<file path="src/common/spad_cfg_pkg.sv">
package spad_cfg_pkg;

  // one word of the scratchpad is 32 bits wide.
  localparam int DATA_W = 32;

  // number of byte lanes in a word, each with its own write enable.
  localparam int BYTES = DATA_W / 8;

  // depth of the block RAM in words.
  localparam int ELS = 256;

  // word address width, taken from the depth.
  localparam int WADDR_W = $clog2(ELS); // 8 bits for 256 words.

  // width of the byte offset inside a word.
  localparam int OFF_W = $clog2(BYTES); // 2 bits for 4 lanes.

  // full byte address as seen on the request port.
  localparam int ADDR_W = WADDR_W + OFF_W;

endpackage

</file>
<file path="src/common/spad_op_pkg.sv">
package spad_op_pkg;

  // width of the access-size code on the request port.
  localparam int SIZE_W = 2;

  // access sizes of a load or store.
  // the spare code 3 is decoded as a full word by every consumer.
  typedef enum logic [SIZE_W-1:0]
  {
    SZ_BYTE = 2'd0, // one lane.
    SZ_HALF = 2'd1, // two lanes with offset bit 0 ignored.
    SZ_WORD = 2'd2  // all lanes with the offset ignored.
  } size_e;

endpackage

</file>
<file path="src/hw/spad_store_align.sv">
module spad_store_align
(
  input  logic [spad_op_pkg::SIZE_W-1:0]    size_i,
  input  logic [spad_cfg_pkg::OFF_W-1:0]    off_i,        // byte offset in the word.
  input  logic [spad_cfg_pkg::DATA_W-1:0]   wdata_i,      // right-justified store data.
  input  logic                              clr_active_i,
  output logic [spad_cfg_pkg::DATA_W-1:0]   wdata_o,
  output logic [spad_cfg_pkg::BYTES-1:0]    wmask_o
);

  localparam logic [spad_cfg_pkg::BYTES-1:0] ONE_LANE  = spad_cfg_pkg::BYTES'(1);
  localparam logic [spad_cfg_pkg::BYTES-1:0] TWO_LANES = spad_cfg_pkg::BYTES'(3);

  logic [spad_cfg_pkg::OFF_W-1:0] half_base; // offset with bit 0 dropped.

  assign half_base = {off_i[spad_cfg_pkg::OFF_W-1:1], 1'b0};

  always_comb
  begin
    // data is copied into every lane, and the mask picks where it lands.
    case (spad_op_pkg::size_e'(size_i))
      spad_op_pkg::SZ_BYTE:
      begin
        wdata_o = {spad_cfg_pkg::BYTES{wdata_i[7:0]}};
        wmask_o = ONE_LANE << off_i;
      end
      spad_op_pkg::SZ_HALF:
      begin
        wdata_o = {(spad_cfg_pkg::BYTES/2){wdata_i[15:0]}};
        wmask_o = TWO_LANES << half_base;
      end
      default:
      begin
        wdata_o = wdata_i;  // word, and the spare code 3 as well.
        wmask_o = '1;
      end
    endcase
    if (clr_active_i)
    begin
      wdata_o = '0;  // the sweep zeroes a full word each cycle.
      wmask_o = '1;
    end
  end

endmodule

</file>
<file path="config.mk">
export PLATFORM = sky130hd
export DESIGN_NAME = spad_store_align
export DESIGN_NICKNAME = d
export VERILOG_FILES = /design/src/common/spad_cfg_pkg.sv /design/src/common/spad_op_pkg.sv /design/src/hw/spad_store_align.sv
export SDC_FILE = /design/constraint.sdc
export NUM_CORES = 1
export LEC_CHECK = 0
export BUFFER_PORTS_ARGS = -buffer_cell sky130_fd_sc_hd__buf_2
export CORE_MARGIN = 8
export CORE_UTILIZATION = 35
export DETAILED_ROUTE_END_ITERATION = 8
export PLACE_DENSITY_LB_ADDON = 0.1
export SLEW_MARGIN = 20
export SYNTH_ARGS = -nofsm -noshare
export SYNTH_HDL_FRONTEND = slang
export SYNTH_SLANG_ARGS = --single-unit
export TNS_END_PERCENT = 5
</file>
<file path="constraint.sdc">
create_clock -name vclk -period 1.65
set_clock_uncertainty 0.05 [all_clocks]
set_input_delay 0.33 -clock vclk [all_inputs]
set_output_delay 0.33 -clock vclk [all_outputs]
set_load 0.02 [all_outputs]
</file>
; ---- After elaboration in Yosys (flattened, before gate mapping)
; Index checks and enable logic that the tools add are counted.
; W data, S select, Z words.
[op_classes]
muxes = 4
eq_ne = 1
n_reduce_logical = 1
n_shift = 2
[ops]
columns = cell, count
row1 = $pmux W32 S2, 1
row2 = $mux W32, 1
row3 = $pmux W4 S2, 1
row4 = $mux W4, 1
row5 = $shl A1 B2 Y4 const A, 1
row6 = $shl A2 B2 Y4 const A, 1
row7 = $eq A2 B1 Y1 const B, 1
row8 = $logic_not A2 Y1, 1
[word_totals]
inputBits = 37
register_bits = 0

; ---- Depth between registers and ports, before layout
[depth]
word_depth = 3
mapped_depth = 4
depth_no_buf = 2

; ---- Worst setup path after synthesis
; Ideal clock, no wire load.
[synth_timing]
path_kind = input-to-output
from = input port size_i[0] in the netlist's numbering
to = output port wdata_o[30] in the netlist's numbering
arrival_ps = 1280
t_required_ps = 1270
n_path_buf = 2
path_stages = 4
slack_ps = -10
path_cell_list = buf_6 -> buf_4 -> mux2i_1 -> a211oi_1
[synth_between]
elab_chain_len = 3
elab_cells_between_ends = 4
[synth_rtl]
columns = element, line
row1 = start: declaration, spad_store_align.sv:3  ; input logic [spad_op_pkg::SIZE_W-1:0] size_i,
row2 = $eq A2 B1 Y1 / $logic_not A2 Y1 (equally long branches), spad_store_align.sv:21  ; case (spad_op_pkg::size_e'(size_i))
row3 = $pmux W32 S2 (*), spad_store_align.sv:21
row4 = $mux W32 (*), spad_store_align.sv:38  ; if (clr_active_i)
row5 = end: declaration, spad_store_align.sv:7  ; output logic [spad_cfg_pkg::DATA_W-1:0] wdata_o,
; Mark *: on every way between the ends. The rest lies on a longest branch, timed or not.

; ---- Worst setup path in the final report
[layout_timing]
from = input port size_i[1] in the netlist's numbering
to = output port wdata_o[12] in the netlist's numbering
; The elaborated chain is that of the path after synthesis.

==> metrics.md <==
| Metric | Value |
|---|---|
| Crit Path Class | in2out |
| Total number of vias | 933 |
| Final nets | 206 |
| Synth Area per Inst | 6.70 um^2 |
| CP delay by family, top | buffers and inverters |
| Final hold slack | 0.927 ns |
| Clk_buf instances | 0 |
| Setup TNS | 0 ns |
| Syn. warnings | 0 |
| Initial Util | 0.361 |
| Mapped Area | 603 um^2 |
| Post-Syn Nets | 127 |
| Clock network fraction of total power | 0 |
| CORE AREA | 0.00167 mm^2 |
| Pre-antenna DRT Iters | 4 |
| Yosys cell types | 14 |
| Area Growth Syn to Fin | 89.6% |
| Worst hold path type | in2out |
| Slew @ Worst Pin | 0.295 ns |
| Register area | 0 um^2 |
| Seq/Total Area, Yosys | 0 |
| DR DRC count | 0 |
| Post-DP HPWL | 2100 um |
| Fin crit share | 0.996 |
| Synthesized instance count | 90 |
| Final hold vios | 0 |
| Avg WL per Cell | 14.0 um |
| Slew margin rel. | 0.803 |
| Place WS | -0.0362 ns |
| Internal Pwr Total | 167 uW |
| Sequential cells | 0 |
| Power density cells | 311 mW/mm^2 |
| Fill cells | 161 |
| First-pass GRT wire length | 4200 um |
| Psw | 189 uW |
| Fin area | 0.00114 mm^2 |
| Grt ovf | 0 |
| Largest net degree at the start of global routing | 20 |
| Global-route total usage across every layer | 0.144 |
| Number of setup violations in the final report | 0 |
| Most frequent cells in the layout | 63 x buf_2, 17 x nor2b_1, 16 x mux2i_1, 15 x buf_4, 12 x o21ai_0 |
| Port bufs | 73 |
| Sequential Power Share | 0 |
| CP Capture Type | output pin |
| Final WL | 2570 um |
| Critical path's most frequent cell | buf_4 |
| Vias in the first global route | 927 |
| Initial antenna violation count | 0 |
| Ant. Diodes | 0 |
| Antenna Nets Post-Route | 0 |
| Logic pwr share | 1.000 |
| Tmin final | 1.64 ns |
| Placement Cell Area | 0.00106 mm^2 |
| Status | finished clean |
| Routability cong. | 0.711 |
| Kind of start point of the critical path | input port |
| Static Leak | 0.619 nW |
| Share of layout cells above drive strength 1 | 0.563 |
| Ratio of routed vias to standard cells | 5.07 |
| Worst Slack Setup Final | 0.00578 ns |
| Switching share of power | 0.531 |
| Fin. max-slew vios | 0 |
| Hold-fix buffers, CTS | 0 |
| Critical path arrival | 1.26 ns |
| Worst-path cell chain | buf_4, buf_6, or3b_1, a21oi_2, buf_4 |
| Max Freq | 608 MHz |
| Peak supply drop | 0.000173 V |
| Max_cap viols | 0 |
| Initial DRC count | 13 |
| Max Fanout on Critical Path | 10 |
| Buf/Inv on CP | 3 |
| Die W | 57.5 um |
| Die area | 0.00331 mm^2 |
| Most common cell after layout, fill and taps aside | buf_2 |
| RSZ-0062 raised after global routing | yes |
| Die height | 57.5 um |
| Critical Path Max Stage Delay | 0.38 ns |
| Num ports | 73 |
| Critical Path RT | 1.27 ns |
| Std-Cell Rows | 15 |
| Slowest-stage cell, CP | or3b_1 |
-- tightest hold or removal path, delay by kind of cell --
family,cells,cell delay (ns)
buffers and inverters,2,0.24
AOI/OAI and AO/OA,1,0.07
-- power groups by stage --
stage / Clock [mW] / Sequential [mW] / Combinational (mW)
after CTS: 0 / 0 / 0.344
final: 0 / 0 / 0.355
after global placement: 0 / 0 / 0.326
after global routing: 0 / 0 / 0.384
after floorplan: 0 / 0 / 0.188
after detailed placement: 0 / 0 / 0.330
-- per-layer routing --
layer  share of wire  GRT usage
met4               0          0
met3            0.10     0.0448
met2            0.48      0.260
met1            0.42      0.170
met5               0          0
-- final timing paths --
check	startpoint	endpoint	slack [ns]	depth (start not counted)
min	off_i[1]	wmask_o[1]	0.93	3
max	size_i[1]	wdata_o[12]	0.006	5
-- timing repair --
action | CTS | global route
setup buffers | 3 | 0
setup endpoints to repair | 5 | 13
gates resized for setup | 8 | 12
pin swaps | 2 | 5
-- cell type report --
cell class	instances	area, um^2	area share
inverters	2	7.51	0.00656
multi-input cells	79	553	0.484
well taps	17	21.3	0.0186
repair buffers	86	562	0.491
-- through the flow --
| step | power, mW | util | cells |
|---|---|---|---|
| 2_1_floorplan | 0.188 | - | 90 |
| 3_3_place_gp | 0.326 | 0.634 | 181 |
| 3_5_place_dp | 0.330 | 0.634 | 181 |
| 4_1_cts | 0.344 | 0.661 | 184 |
| 5_1_grt | 0.384 | 0.685 | 184 |
| 6_report | 0.355 | 0.685 | 184 |
-- cell usage after synthesis --
library cell   n  share of area
or3b_1         5          0.073
buf_8          1          0.025
buf_6          1          0.019
clkbuf_1       4          0.025
buf_4          2          0.025
inv_1          2          0.012
a211oi_1       8           0.10
nor2_1        10          0.062
or3b_2         3          0.044
mux2i_1       16           0.27
a21oi_1        8          0.066
nor2b_1       17           0.18
buf_2          1         0.0083
o21ai_0       12           0.10
-- logic make-up (layout without fill, tap and decap cells) --
kind of cell    Yosys count  after routing  share of synthesized area
simple gates             35             35                      0.355
compound gates           28             28                      0.266
mux                      16             16                      0.266
buf+inv                  11             88                      0.114
No activity file was read; power rests on OpenSTA's default activity.
