`config.mk`:
```
export PLATFORM = sky130hd
export DESIGN_NAME = spad_load_extract
export DESIGN_NICKNAME = d
export VERILOG_FILES = /design/src/common/spad_cfg_pkg.sv /design/src/common/spad_op_pkg.sv /design/src/hw/spad_load_extract.sv
export SDC_FILE = /design/constraint.sdc
export NUM_CORES = 1
export LEC_CHECK = 0
export ABC_AREA = 1
export BUFFER_PORTS_ARGS = -buffer_cell sky130_fd_sc_hd__buf_4
export CAP_MARGIN = 25
export CORE_UTILIZATION = 30
export DETAILED_ROUTE_END_ITERATION = 6
export MAX_ROUTING_LAYER = met4
export PLACE_DENSITY = 0.65
export SYNTH_ARGS = -nofsm -noshare
export SYNTH_HDL_FRONTEND = slang
export SYNTH_SLANG_ARGS = --single-unit
export TNS_END_PERCENT = 20
```
`constraint.sdc`:
```
create_clock -name vclk -period 1.1
set_input_delay 0.11 -clock vclk [all_inputs]
set_output_delay 0.11 -clock vclk [all_outputs]
set_load 0.03 [all_outputs]
```
`src/common/spad_cfg_pkg.sv`:
```
package spad_cfg_pkg;

  // one word of the scratchpad is 32 bits wide.
  localparam int DATA_W = 32;

  // number of byte lanes in a word, each with its own write enable.
  localparam int BYTES = DATA_W / 8;

  // depth of the block RAM in words.
  localparam int ELS = 256;

  // word address width, taken from the depth.
  localparam int WADDR_W = $clog2(ELS); // 8 bits for 256 words.

  // width of the byte offset inside a word.
  localparam int OFF_W = $clog2(BYTES); // 2 bits for 4 lanes.

  // full byte address as seen on the request port.
  localparam int ADDR_W = WADDR_W + OFF_W;

endpackage

```
`src/common/spad_op_pkg.sv`:
```
package spad_op_pkg;

  // width of the access-size code on the request port.
  localparam int SIZE_W = 2;

  // access sizes of a load or store.
  // the spare code 3 is decoded as a full word by every consumer.
  typedef enum logic [SIZE_W-1:0]
  {
    SZ_BYTE = 2'd0, // one lane.
    SZ_HALF = 2'd1, // two lanes with offset bit 0 ignored.
    SZ_WORD = 2'd2  // all lanes with the offset ignored.
  } size_e;

endpackage

```
`src/hw/spad_load_extract.sv`:
```
module spad_load_extract
(
  input  logic [spad_cfg_pkg::DATA_W-1:0]   rword_i,    // word from the RAM read register.
  input  logic [spad_cfg_pkg::OFF_W-1:0]    off_i,
  input  logic [spad_op_pkg::SIZE_W-1:0]    size_i,
  input  logic                              unsigned_i,
  output logic [spad_cfg_pkg::DATA_W-1:0]   rdata_o
);

  logic [spad_cfg_pkg::OFF_W-1:0]  base;     // aligned lane index.
  logic [spad_cfg_pkg::DATA_W-1:0] shifted;  // selected lanes moved down to bit 0.
  logic                            sign_b;
  logic                            sign_h;

  always_comb
  begin
    // low offset bits below the access size are ignored.
    case (spad_op_pkg::size_e'(size_i))
      spad_op_pkg::SZ_BYTE: base = off_i;
      spad_op_pkg::SZ_HALF: base = {off_i[spad_cfg_pkg::OFF_W-1:1], 1'b0};
      default:              base = '0;
    endcase
  end

  assign shifted = rword_i >> {base, 3'b000};

  // the fill bit is the top loaded bit unless the load is unsigned.
  assign sign_b = ~unsigned_i & shifted[7];
  assign sign_h = ~unsigned_i & shifted[15];

  always_comb
  begin
    case (spad_op_pkg::size_e'(size_i))
      spad_op_pkg::SZ_BYTE:
        rdata_o = {{(spad_cfg_pkg::DATA_W-8){sign_b}}, shifted[7:0]};
      spad_op_pkg::SZ_HALF:
        rdata_o = {{(spad_cfg_pkg::DATA_W-16){sign_h}}, shifted[15:0]};
      default:
        rdata_o = rword_i; // a word comes back untouched.
    endcase
  end

endmodule

```
# After elaboration in Yosys (flattened, before gate mapping)
# Index checks and enable logic that the tools add are counted.
# word_totals
memories,0
latchBits,0
rom_bits,0
ramBits,0
register_bits,0
# classes
n_bitwise,3
eq_ne,1
add_sub_neg,0
mux,2
div_mod_pow,0
magnitude_cmp,0
shift,1
n_reduce_logical,1
multipliers,0
# op_table
op,count
case mux 32 bit (2 select lines),1
>> shifter 32 x 5 -> 16 bit,1
case mux 2 bit (2 select lines),1
AND 1 bit,2
== test 2 x 1 -> 1 bit (second input constant),1
zero test 2 bit,1
NOT 1 bit,1

# Logic depth before layout (Yosys ltp)
# logic_depth
depth_word,5
ltp_mapped,9
depth_no_buf,7

# Worst setup path after synthesis
# OpenSTA, ideal clock, no wires.
# synth_timing
kind,input -> output
startpoint,input port size_i[1] (netlist name)
endpoint,output port rdata_o[6] (netlist name)
t_arrival_ns,1.339
setup_slack_ns,-0.349
cell_stages,8
required_time_ns,0.990
path_cell_list,buf_6 > nor2_8 > nand2_4 > buf_6 > buf_6 > nor2_1 > a211oi_1 > a21oi_1
# synth_via
elab_chain_cells,4
word_cells_on_any_way,5
classes_between,eq/ne: 1; shift: 1; mux: 2; reduce/logical: 1
# synth_rtl
item,line,rtl
"start, declared",spad_load_extract.sv:5,"input logic [spad_op_pkg::SIZE_W-1:0] size_i,"
== test 2 x 1 -> 1 bit / zero test 2 bit (equally long branches),"spad_load_extract.sv:18, spad_load_extract.sv:33",
case mux 2 bit (2 select lines),spad_load_extract.sv:18,case (spad_op_pkg::size_e'(size_i))
>> shifter 32 x 5 -> 16 bit,spad_load_extract.sv:25,"assign shifted = rword_i >> {base, 3'b000};"
case mux 32 bit (2 select lines) *,spad_load_extract.sv:33,case (spad_op_pkg::size_e'(size_i))
"end, declared",spad_load_extract.sv:7,output logic [spad_cfg_pkg::DATA_W-1:0] rdata_o
# Every way passes the cells marked *; elsewhere a longest branch is shown, timed or not.

# Worst setup path after layout
# layout_timing
startpoint,input port size_i[1] (netlist name)
endpoint,output port rdata_o[12] (netlist name)
# layout_via
elab_chain_cells,5
word_cells_on_any_way,6
classes_between,eq/ne: 1; shift: 1; mux: 2; bitwise: 1; reduce/logical: 1
# layout_rtl
item,line,rtl
== test 2 x 1 -> 1 bit / zero test 2 bit (equally long branches),"spad_load_extract.sv:18, spad_load_extract.sv:33",
case mux 2 bit (2 select lines),spad_load_extract.sv:18,
>> shifter 32 x 5 -> 16 bit,spad_load_extract.sv:25,
AND 1 bit,spad_load_extract.sv:28,assign sign_b = ~unsigned_i & shifted[7];
case mux 32 bit (2 select lines) *,spad_load_extract.sv:33,
# Marks and branches as above.

==> summary.md <==
| Metric | Value |
|---|---|
| Worst path required time | `0.99 ns` |
| Commonest cells post-synth | `nand2_1 (65), nand3_1 (41), inv_1 (11), nor2_1 (10), buf_6 (7)` |
| Syn_area_per_cell | `5.225 um2` |
| Global-route usage over all layers | `24.50%` |
| Initial antenna violation count | `0` |
| Max Clock Freq | `0.7376 GHz` |
| IO buf count | `69` |
| Drt drc | `5` |
| Hold WC Path Type | `primary input to primary output` |
| Power density cells | `546.7 mW/mm2` |
| Share of layout cells above drive strength 1 | `56.44%` |
| Final setup viols | `32` |
| Top cells by area, synth | `nand2_1 (27%), nand3_1 (22%), buf_6 (8.6%)` |
| Area grow syn2layout | `132.8%` |
| Peak supply drop | `0.2791 mV` |
| CP max FO | `8` |
| Post-DR wirelength/cell | `13.23 um` |
| Util after Layout | `75.67%` |
| Period utilisation layout | `123.3%` |
| Nets | `303` |
| Share of the synthesized area in the top cell type | `26.53%` |
| Synth warn | `0` |
| Final wirelength | `3904 um` |
| Fin worst setup slack | `-0.2558 ns` |
| Starting Density | `32.51%` |
| Hold WS | `0.5702 ns` |
| Die area | `0.003291 mm2` |
| Post-DP Area | `0.001919 mm2` |
| Sequential area share after synthesis | `0%` |
| Yosys cell types | `25` |
| Die X | `57.37 um` |
| Die Y | `57.37 um` |
| RSZ-0062 raised after global routing | `true` |
| Post-Synthesis Cell Area | `919.6 um2` |
| Mapped Cells | `176` |
| DR vias/cell | `5.061` |
| Largest net degree at the start of global routing | `16` |
| Worst slew margin | `83.57%` |
| Initial drt markers | `34` |
| Pre-Repair DR Iteration Count | `6` |
| Status | `complete, but fails checks` |
| Final slew viol count | `0` |
| Diode count | `0` |
| Filler Cells Inserted | `225` |
| Setup CP Type | `primary input to primary output` |
| Clock buf count | `0` |
| Final HPWL DP | `3043 um` |
| Total number of vias | `1493` |
| CP endpoint kind | `primary output` |
| Worst EP arrival | `1.25 ns` |
| Global placer's final weighted congestion | `0.8986` |
| Failing checks | `DRC, setup timing` |
| Core area | `0.002829 mm2` |
| Std-Cell Rows | `19` |
| Post-route cell area | `0.002141 mm2` |
| FF+latch count | `0` |
| Net Count, Synth | `213` |
| P_leak | `1.157 nW` |
| Final ANT Viol Nets | `0` |
| FF/Latch Area | `0 um2` |
| Cts hold-fix bufs | `0` |
| Final hold violation count | `0` |
| CP Launch Type | `primary input` |
| Tmin final | `1.356 ns` |
| Most frequent cell after synthesis | `nand2_1` |
| Post-synth top area cell | `nand2_1` |
| Place WS | `-0.3217 ns` |
| Global-route wire length before repair | `6403 um` |
| Grt total ovfl | `0` |
| Worst Tran Pin Value | `0.2449 ns` |
| Vias in the first global route | `1466` |
| Max cap viols | `0` |
| I/O pin cnt | `69` |
-- cells by family after synthesis --
| group | synth area share, % |
|---|---|
| buffers and inverters | 17.28 |
| AOI/OAI and AO/OA | 11.70 |
| and+or+nand+nor | 71.02 |
-- final timing paths --
path              startpoint     endpoint  slack (ns)  cells past startpoint
setup / recovery   size_i[1]  rdata_o[12]       -0.26                     10
hold / removal    rword_i[0]   rdata_o[0]        0.57                      4
-- power by group --
group,leakage [nW],switching (mW),internal (mW)
clock,0,0,0
combinational,1.16,0.623,0.547
sequential,0,0,0
total,1.16,0.623,0.547
-- metrics by stage --
step                      instances  TNS (ns)  power (mW)
final                           295    -7.157       1.170
after global routing            295    -9.453       1.241
after detailed placement        289    -8.197       1.045
after CTS                       291    -6.865       1.138
after global placement          289    -6.892       1.033
after floorplan                 176    -4.231      0.6470
-- worst max-delay path, cell delays in order --
cell	delay (ns)
buf_12	0.11
nor2_8	0.15
nand2_8	0.09
nand2_2	0.08
nand3_2	0.08
nand2_4	0.09
nand3_4	0.14
clkbuf_16	0.21
nand3_4	0.05
buf_6	0.13
-- layout by cell type (no fill, tap or decap), drive strengths merged --
master	netlist	final
or2	2	2
buf	10	98
o21bai	1	1
o21ai	8	8
nand2	67	67
a211oi	1	1
inv	14	14
clkbuf	2	1
a21oi	6	6
o21a	3	3
nand4	1	1
nor2	13	13
nand3	48	49
-- final cells by class --
type               count  area [um2]  share of cell area [%]
well taps             31       38.79                   1.812
inverters             14       55.05                   2.572
repair buffers        99       960.9                   44.89
multi-input cells    151        1086                   50.73
-- repair_timing --
item,CTS,global route
cloned,0,2
setup endpoints to repair,31,32
setup buffers,2,2
pin swaps,2,3
resized for setup,37,5
-- layer usage --
layer	wire length, um	GRT usage [%]
met3	163	0.9070
met2	2128	46.68
met5	0	-
met4	39	4.530
met1	1572	28.30
(Power assumes the default switching activity.)
