<file path="config.mk">
export PLATFORM = sky130hd
export DESIGN_NAME = spad_ctrl
export DESIGN_NICKNAME = d
export VERILOG_FILES = /design/src/common/spad_cfg_pkg.sv /design/src/common/spad_op_pkg.sv /design/src/hw/spad_ctrl.sv
export SDC_FILE = /design/constraint.sdc
export NUM_CORES = 1
export LEC_CHECK = 0
export ABC_AREA = 1
export BUFFER_PORTS_ARGS = -buffer_cell sky130_fd_sc_hd__clkbuf_2
export CORE_UTILIZATION = 48
export CTS_CLUSTER_DIAMETER = 60
export DETAILED_ROUTE_END_ITERATION = 7
export PLACE_DENSITY = 0.79
export SLEW_MARGIN = 20
export SYNTH_ARGS = -nofsm -noshare
export SYNTH_HDL_FRONTEND = slang
export SYNTH_SLANG_ARGS = --single-unit
</file>
<file path="constraint.sdc">
create_clock -name clk_i -period 2.1 [get_ports clk_i]
set_clock_uncertainty 0.15 [all_clocks]
set_input_delay 0.105 -clock clk_i [delete_from_list [all_inputs] [get_ports clk_i]]
set_output_delay 0.105 -clock clk_i [all_outputs]
set_load 0.005 [all_outputs]
</file>
<file path="src/common/spad_cfg_pkg.sv">
package spad_cfg_pkg;

  // one word of the scratchpad is 32 bits wide.
  localparam int DATA_W = 32;

  // number of byte lanes in a word, each with its own write enable.
  localparam int BYTES = DATA_W / 8;

  // depth of the block RAM in words.
  localparam int ELS = 256;

  // word address width, taken from the depth.
  localparam int WADDR_W = $clog2(ELS); // 8 bits for 256 words.

  // width of the byte offset inside a word.
  localparam int OFF_W = $clog2(BYTES); // 2 bits for 4 lanes.

  // full byte address as seen on the request port.
  localparam int ADDR_W = WADDR_W + OFF_W;

endpackage

</file>
<file path="src/common/spad_op_pkg.sv">
package spad_op_pkg;

  // width of the access-size code on the request port.
  localparam int SIZE_W = 2;

  // access sizes of a load or store.
  // the spare code 3 is decoded as a full word by every consumer.
  typedef enum logic [SIZE_W-1:0]
  {
    SZ_BYTE = 2'd0, // one lane.
    SZ_HALF = 2'd1, // two lanes with offset bit 0 ignored.
    SZ_WORD = 2'd2  // all lanes with the offset ignored.
  } size_e;

endpackage

</file>
<file path="src/hw/spad_ctrl.sv">
module spad_ctrl
(
  input  logic                              clk_i,
  input  logic                              arst_n_i,
  input  logic                              req_i,
  input  logic                              we_i,
  input  logic [spad_cfg_pkg::ADDR_W-1:0]   addr_i,
  input  logic [spad_op_pkg::SIZE_W-1:0]    size_i,
  input  logic                              unsigned_i,
  input  logic                              clear_i,
  output logic                              mem_v_o,
  output logic                              mem_w_o,
  output logic [spad_cfg_pkg::WADDR_W-1:0]  mem_addr_o,
  output logic                              clr_active_o,
  output logic [spad_cfg_pkg::OFF_W-1:0]    ld_off_o,
  output logic [spad_op_pkg::SIZE_W-1:0]    ld_size_o,
  output logic                              ld_unsigned_o,
  output logic                              rvalid_o,
  output logic                              busy_o
);

  localparam logic [spad_cfg_pkg::WADDR_W-1:0] LAST_WORD =
    spad_cfg_pkg::WADDR_W'(spad_cfg_pkg::ELS - 1);

  logic                              busy_q;     // high while the clear sweep runs.
  logic [spad_cfg_pkg::WADDR_W-1:0]  sweep_q;    // word being zeroed this cycle.
  logic                              rvalid_q;
  logic                              clr_go;
  logic                              req_go;
  logic                              ld_go;
  logic [spad_cfg_pkg::OFF_W-1:0]    ld_off_q;
  logic [spad_op_pkg::SIZE_W-1:0]    ld_size_q;
  logic                              ld_unsigned_q;

  // nothing is taken while busy, and a clear beats a request in the same cycle.
  assign clr_go = clear_i & ~busy_q;
  assign req_go = req_i & ~busy_q & ~clear_i;
  assign ld_go  = req_go & ~we_i; // an accepted request without we_i is a load.

  // the sweep owns the RAM port for a full write every cycle it runs.
  assign mem_v_o    = busy_q | req_go;
  assign mem_w_o    = busy_q | (req_go & we_i);
  assign mem_addr_o = busy_q ? sweep_q : addr_i[spad_cfg_pkg::ADDR_W-1:spad_cfg_pkg::OFF_W];

  assign clr_active_o = busy_q; // store path forces zeros and a full mask.

  always_ff @(posedge clk_i or negedge arst_n_i)
  begin
    if (!arst_n_i)
    begin
      busy_q   <= 1'b0;
      sweep_q  <= '0;
      rvalid_q <= 1'b0;
    end
    else
    begin
      if (clr_go)
      begin
        busy_q  <= 1'b1;   // first write lands on the next edge.
        sweep_q <= '0;
      end
      else if (busy_q)
      begin
        sweep_q <= sweep_q + 1'b1;
        if (sweep_q == LAST_WORD)
          busy_q <= 1'b0;  // the last word is written on this edge.
      end
      // the RAM read register loads on the same edge, so the flag lines up with it.
      rvalid_q <= ld_go;
    end
  end

  // load context follows the word into the RAM read register.
  always_ff @(posedge clk_i)
  begin
    if (ld_go)
    begin
      ld_off_q      <= addr_i[spad_cfg_pkg::OFF_W-1:0];
      ld_size_q     <= size_i;
      ld_unsigned_q <= unsigned_i;
    end
  end

  assign ld_off_o      = ld_off_q;
  assign ld_size_o     = ld_size_q;
  assign ld_unsigned_o = ld_unsigned_q;
  assign rvalid_o      = rvalid_q;
  assign busy_o        = busy_q;

endmodule

</file>
* Word-level counts from Yosys, hierarchy flattened
Index checks and enable logic that the tools add are counted.
** Operators by class
- Reduce and logical (&&, ||, !) cells :: 1
- $mul :: 0
- Add/sub/neg operators :: 1
- Div/mod/pow operators :: 0
- Eq/ne operators :: 1
- Bitwise operators :: 10
- Shift operators :: 0
- Multiplexer cells :: 6
- Magnitude comparators :: 0
** Operators with widths (count)
- two-way mux 8 bit :: 3
- adder 8 x 1 -> 8 bit (second input constant) :: 1
- == test 8 bit (second input constant) :: 1
- AND 1 bit :: 5
- two-way mux 1 bit :: 3
- NOT 1 bit :: 3
- OR 1 bit :: 2
- nonzero test 2 bit :: 1
** Word-level totals
- Memories :: 0
- Input bits :: 18
- Logic and storage cells :: 25
- RAM bits :: 0
- Latch bits :: 0
- ROM bits :: 0
- Output and inout port bits :: 18
- Register bits after elaboration :: 15

* Depth between registers and ports, before layout
- Depth after elaboration :: 5
- Depth in mapped cells :: 7
- Depth with buffers taken out :: 6

* Least setup slack after synthesis
No wires, ideal clock.
- Kind :: flip-flop to flip-flop
- From :: reg busy_q (netlist: busy_o)
- To :: reg ld_off_q, in the netlist ld_off_o[0] (enable)
- Path buffers :: 1
- Clock period less this slack :: 1494 ps
- Data required time :: 1604 ps
- Setup slack :: 606 ps
- Library setup time :: 346 ps
- Cell stages (with the launch flop) :: 5
- Data arrival time :: 998 ps
- Cells stage by stage :: dfrtp_1 > buf_6 > nor2_4 > nand2_1 > nor2_1
** Between the ends
- Cells in the longest elaborated chain, start to end :: 4
** RTL lines
- start: declaration :: RTL line spad_ctrl.sv:25 : logic busy_q;
- start signal: assignment :: RTL line spad_ctrl.sv:51 : busy_q <= 1'b0;
- start signal: assignment :: RTL line spad_ctrl.sv:59 : busy_q <= 1'b1;
- start signal: assignment :: RTL line spad_ctrl.sv:66 : busy_q <= 1'b0;
- NOT 1 bit :: RTL line spad_ctrl.sv:37 : assign req_go = req_i & ~busy_q & ~clear_i;
- AND 1 bit (2 in a row) :: RTL line spad_ctrl.sv:37
- AND 1 bit :: RTL line spad_ctrl.sv:38 : assign ld_go = req_go & ~we_i;
- named net ld_go :: RTL line spad_ctrl.sv:30 : logic ld_go;
- end signal: assignment :: RTL line spad_ctrl.sv:78 : ld_off_q <= addr_i[spad_cfg_pkg::OFF_W-1:0];
- end: declaration :: RTL line spad_ctrl.sv:31 : logic [spad_cfg_pkg::OFF_W-1:0] ld_off_q;
The timed path passes the listed nets, and every way through them passes these cells.
A chain may end at the register's enable or synchronous reset.

* Worst setup path in the final report
- From :: reg busy_q (netlist: busy_o)
- To :: out mem_w_o
** Between the ends
- Cells in the longest elaborated chain, start to end :: 5
** RTL lines
- NOT 1 bit :: RTL line spad_ctrl.sv:37
- AND 1 bit (2 in a row) :: RTL line spad_ctrl.sv:37
- AND 1 bit :: RTL line spad_ctrl.sv:42 : assign mem_w_o = busy_q | (req_go & we_i);
- OR 1 bit * :: RTL line spad_ctrl.sv:42
- end: declaration :: RTL line spad_ctrl.sv:12 : output logic mem_w_o,
Every way passes the cells marked *; elsewhere a longest branch is shown, timed or not.

==> results.sh <==
export IMPL_status="finished, violations left"
export IMPL_violations="hold timing"
export IMPL_ys_seq_area_frac=0.521
export IMPL_grt_start_max_net_pins=14
export IMPL_drive_gt1_frac=0.328
export IMPL_whs_ns=-0.00566
export IMPL_ant_nets=0
export IMPL_num_vias=730
export IMPL_ys_types=17
export IMPL_setup_viol=0
export IMPL_post_route_util=0.694
export IMPL_final_max_slew_violation_count=0
export IMPL_grt_pass1_wl_mm=2.78
export IMPL_wl_per_cell_um=11.3
export IMPL_io_pins=36
export IMPL_critPathLaunch="busy_o"
export IMPL_areaGrowthSynthToFinish_pct=36.0
export IMPL_dieArea_mm2=0.00176
export IMPL_place_hpwl_mm=1.25
export IMPL_yosysWarnings=0
export IMPL_path_buf_inv=2
export IMPL_cts_tree="yes"
export IMPL_power_density_mw_per_mm2=1050
export IMPL_wirelength_mm=1.73
export IMPL_place_gp_congestion=0.810
export IMPL_cts_max_level=1
export IMPL_drcViolationCount=0
export IMPL_relSlewSlack=0.676
export IMPL_final_common_cell="nand2_1"
export IMPL_r2r_start="busy_o"
export IMPL_ys_seq_elements=15
export IMPL_track_usage=0.213
export IMPL_dieWidth_um=42.0
export IMPL_setup_ws_ns=0.343
export IMPL_mostFrequentLayoutCells="nand2_1, clkbuf_2, nor2_1, dfrtp_1, inv_1"
export IMPL_worstPathArrival_ns=1.50
export IMPL_critPathMaxFanout=13
export IMPL_crit_path_top_delay_cell="dfrtp_1"
export IMPL_syn_area_um2=768
export IMPL_tns_ns=0
export IMPL_post_synth_top_area_fraction=0.326
export IMPL_coreArea_mm2=0.00151
export IMPL_required_ns=1.85
export IMPL_cts_sinks=15
export IMPL_start_util=0.510
export IMPL_rows=14
export IMPL_critPathLaunchType="register"
export IMPL_rsz0062_at_grt="no"
export IMPL_place_area_um2=947
export IMPL_antenna_cells=0
export IMPL_p_leak_nw=0.561
export IMPL_path_clk_slew_ns=0.10
export IMPL_fin_crit_ns=1.76
export IMPL_cts_buffer_depth=2
export IMPL_final_area_mm2=0.00104
export IMPL_portBuffers=35
export IMPL_synth_area_leaders="dfrtp_1, edfxtp_1, nand2_1"
export IMPL_critPathCaptureType="primary output"
export IMPL_min_from="clear_i"
export IMPL_max_vdd_ir_drop_mv=0.593
export IMPL_yosysTopAreaCell="dfrtp_1"
export IMPL_layout_nets=157
export IMPL_syn_nets=112
export IMPL_maxCapViolCount=0
export IMPL_crit_chain="inv_1 -> nand2_1 -> o21a_1 -> clkbuf_2"
export IMPL_cts_root_buf="clkbuf_4"
export IMPL_antenna_found_initial=0
export IMPL_fmax_mhz=569
export IMPL_tightest_slew_ns=0.484
export IMPL_synthCells=93
export IMPL_firstDrtPassIters=4
export IMPL_cts_resized=0
export IMPL_overflow=0
export IMPL_die_h_um=42.0
export IMPL_first_iter_violations=17
export IMPL_crit_type="reg -> out"
export IMPL_hold_viol_final=2
export IMPL_worst_path_largest_cell_delay_ns=0.55
export IMPL_insertion_delay_ns=0.28
export IMPL_first_global_vias=658
export IMPL_vias_per_cell=4.77
export IMPL_min_period_over_period=0.837
export IMPL_place_ws_ns=0.463
export IMPL_cts_buffers=3
export IMPL_crit_family="flip-flops"
export IMPL_avgSynthCellArea_um2=8.26
export IMPL_hp_class="in -> reg"
==> worst register-to-register path, cell delays in order, from the launching register on <==
cell	delay (ns)
dfrtp_1	0.51
nor2_4	0.17
nand2_1	0.08
nor2_1	0.39
==> logic make-up after synthesis <==
kind of cell,Yosys count,share of synthesized area
fa+ha+maj,1,0.0163
simple gates,56,0.319
buf+inv,12,0.0749
flops,15,0.521
compound gates,9,0.0684
==> area by class of cell <==
type / instances / area (um^2)
clock inverter: 1 / 5.00
timing repair buffer: 43 / 253
clock buffer: 3 / 22.5
tap: 16 / 20.0
sequential: 15 / 400
fill: 120 / 462
inverter: 9 / 33.8
multi-input combinational: 66 / 310
==> sequential cells by signal (all words and copies together), names as in the netlist <==
name           flops
sweep_q            8
rvalid_o           1
busy_o             1
ld_size_o          2
ld_unsigned_o      1
ld_off_o           2
==> where the power goes <==
part	internal, mW	switching [mW]	total, mW	leakage [nW]
Sequential	0.385	0.0875	0.472	0.161
Clock	0.0707	0.0980	0.169	0.0177
Combinational	0.219	0.241	0.461	0.382
==> cells in the mapped netlist (all sizes together) <==
master / number
nor2: 12
nand2: 40
inv: 9
o21ai: 6
a22o: 1
edfxtp: 5
nand3: 4
dfrtp: 10
o21a: 1
buf: 3
a21oi: 1
ha: 1
==> routing by layer <==
metal / routed length, um / GRT usage / up-vias
met2: 891 / 0.378 / 25
met3: 82 / 0.0302 / 4
met1: 727 / 0.258 / 325
li1: - / - / 376
met4: 23 / 0.0839 / 0
met5: 0 / 0 / -
==> per-stage QoR <==
step	instances	power, mW
floorplan	93	0.771
global placement	142	0.917
detailed placement	142	0.931
CTS	153	1.10
global route	153	1.20
finish	153	1.10
==> worst paths after layout <==
kind	depth (start not counted)	to	slack, ns
max	4	mem_w_o	0.34
min	4	sweep_q[0]	-0.006
max reg2reg	3	ld_off_o[0]	0.45
min reg2reg	1	sweep_q[6]	0.35
max in group asynchronous	2	sweep_q[6]	1.53
min in group asynchronous	2	sweep_q[2]	0.06
==> repair_timing <==
item,in CTS,in global routing
hold buffers,7,0
setup buffers,0,0
endpoints found under the hold margin,16,0
(Power assumes the default switching activity.)
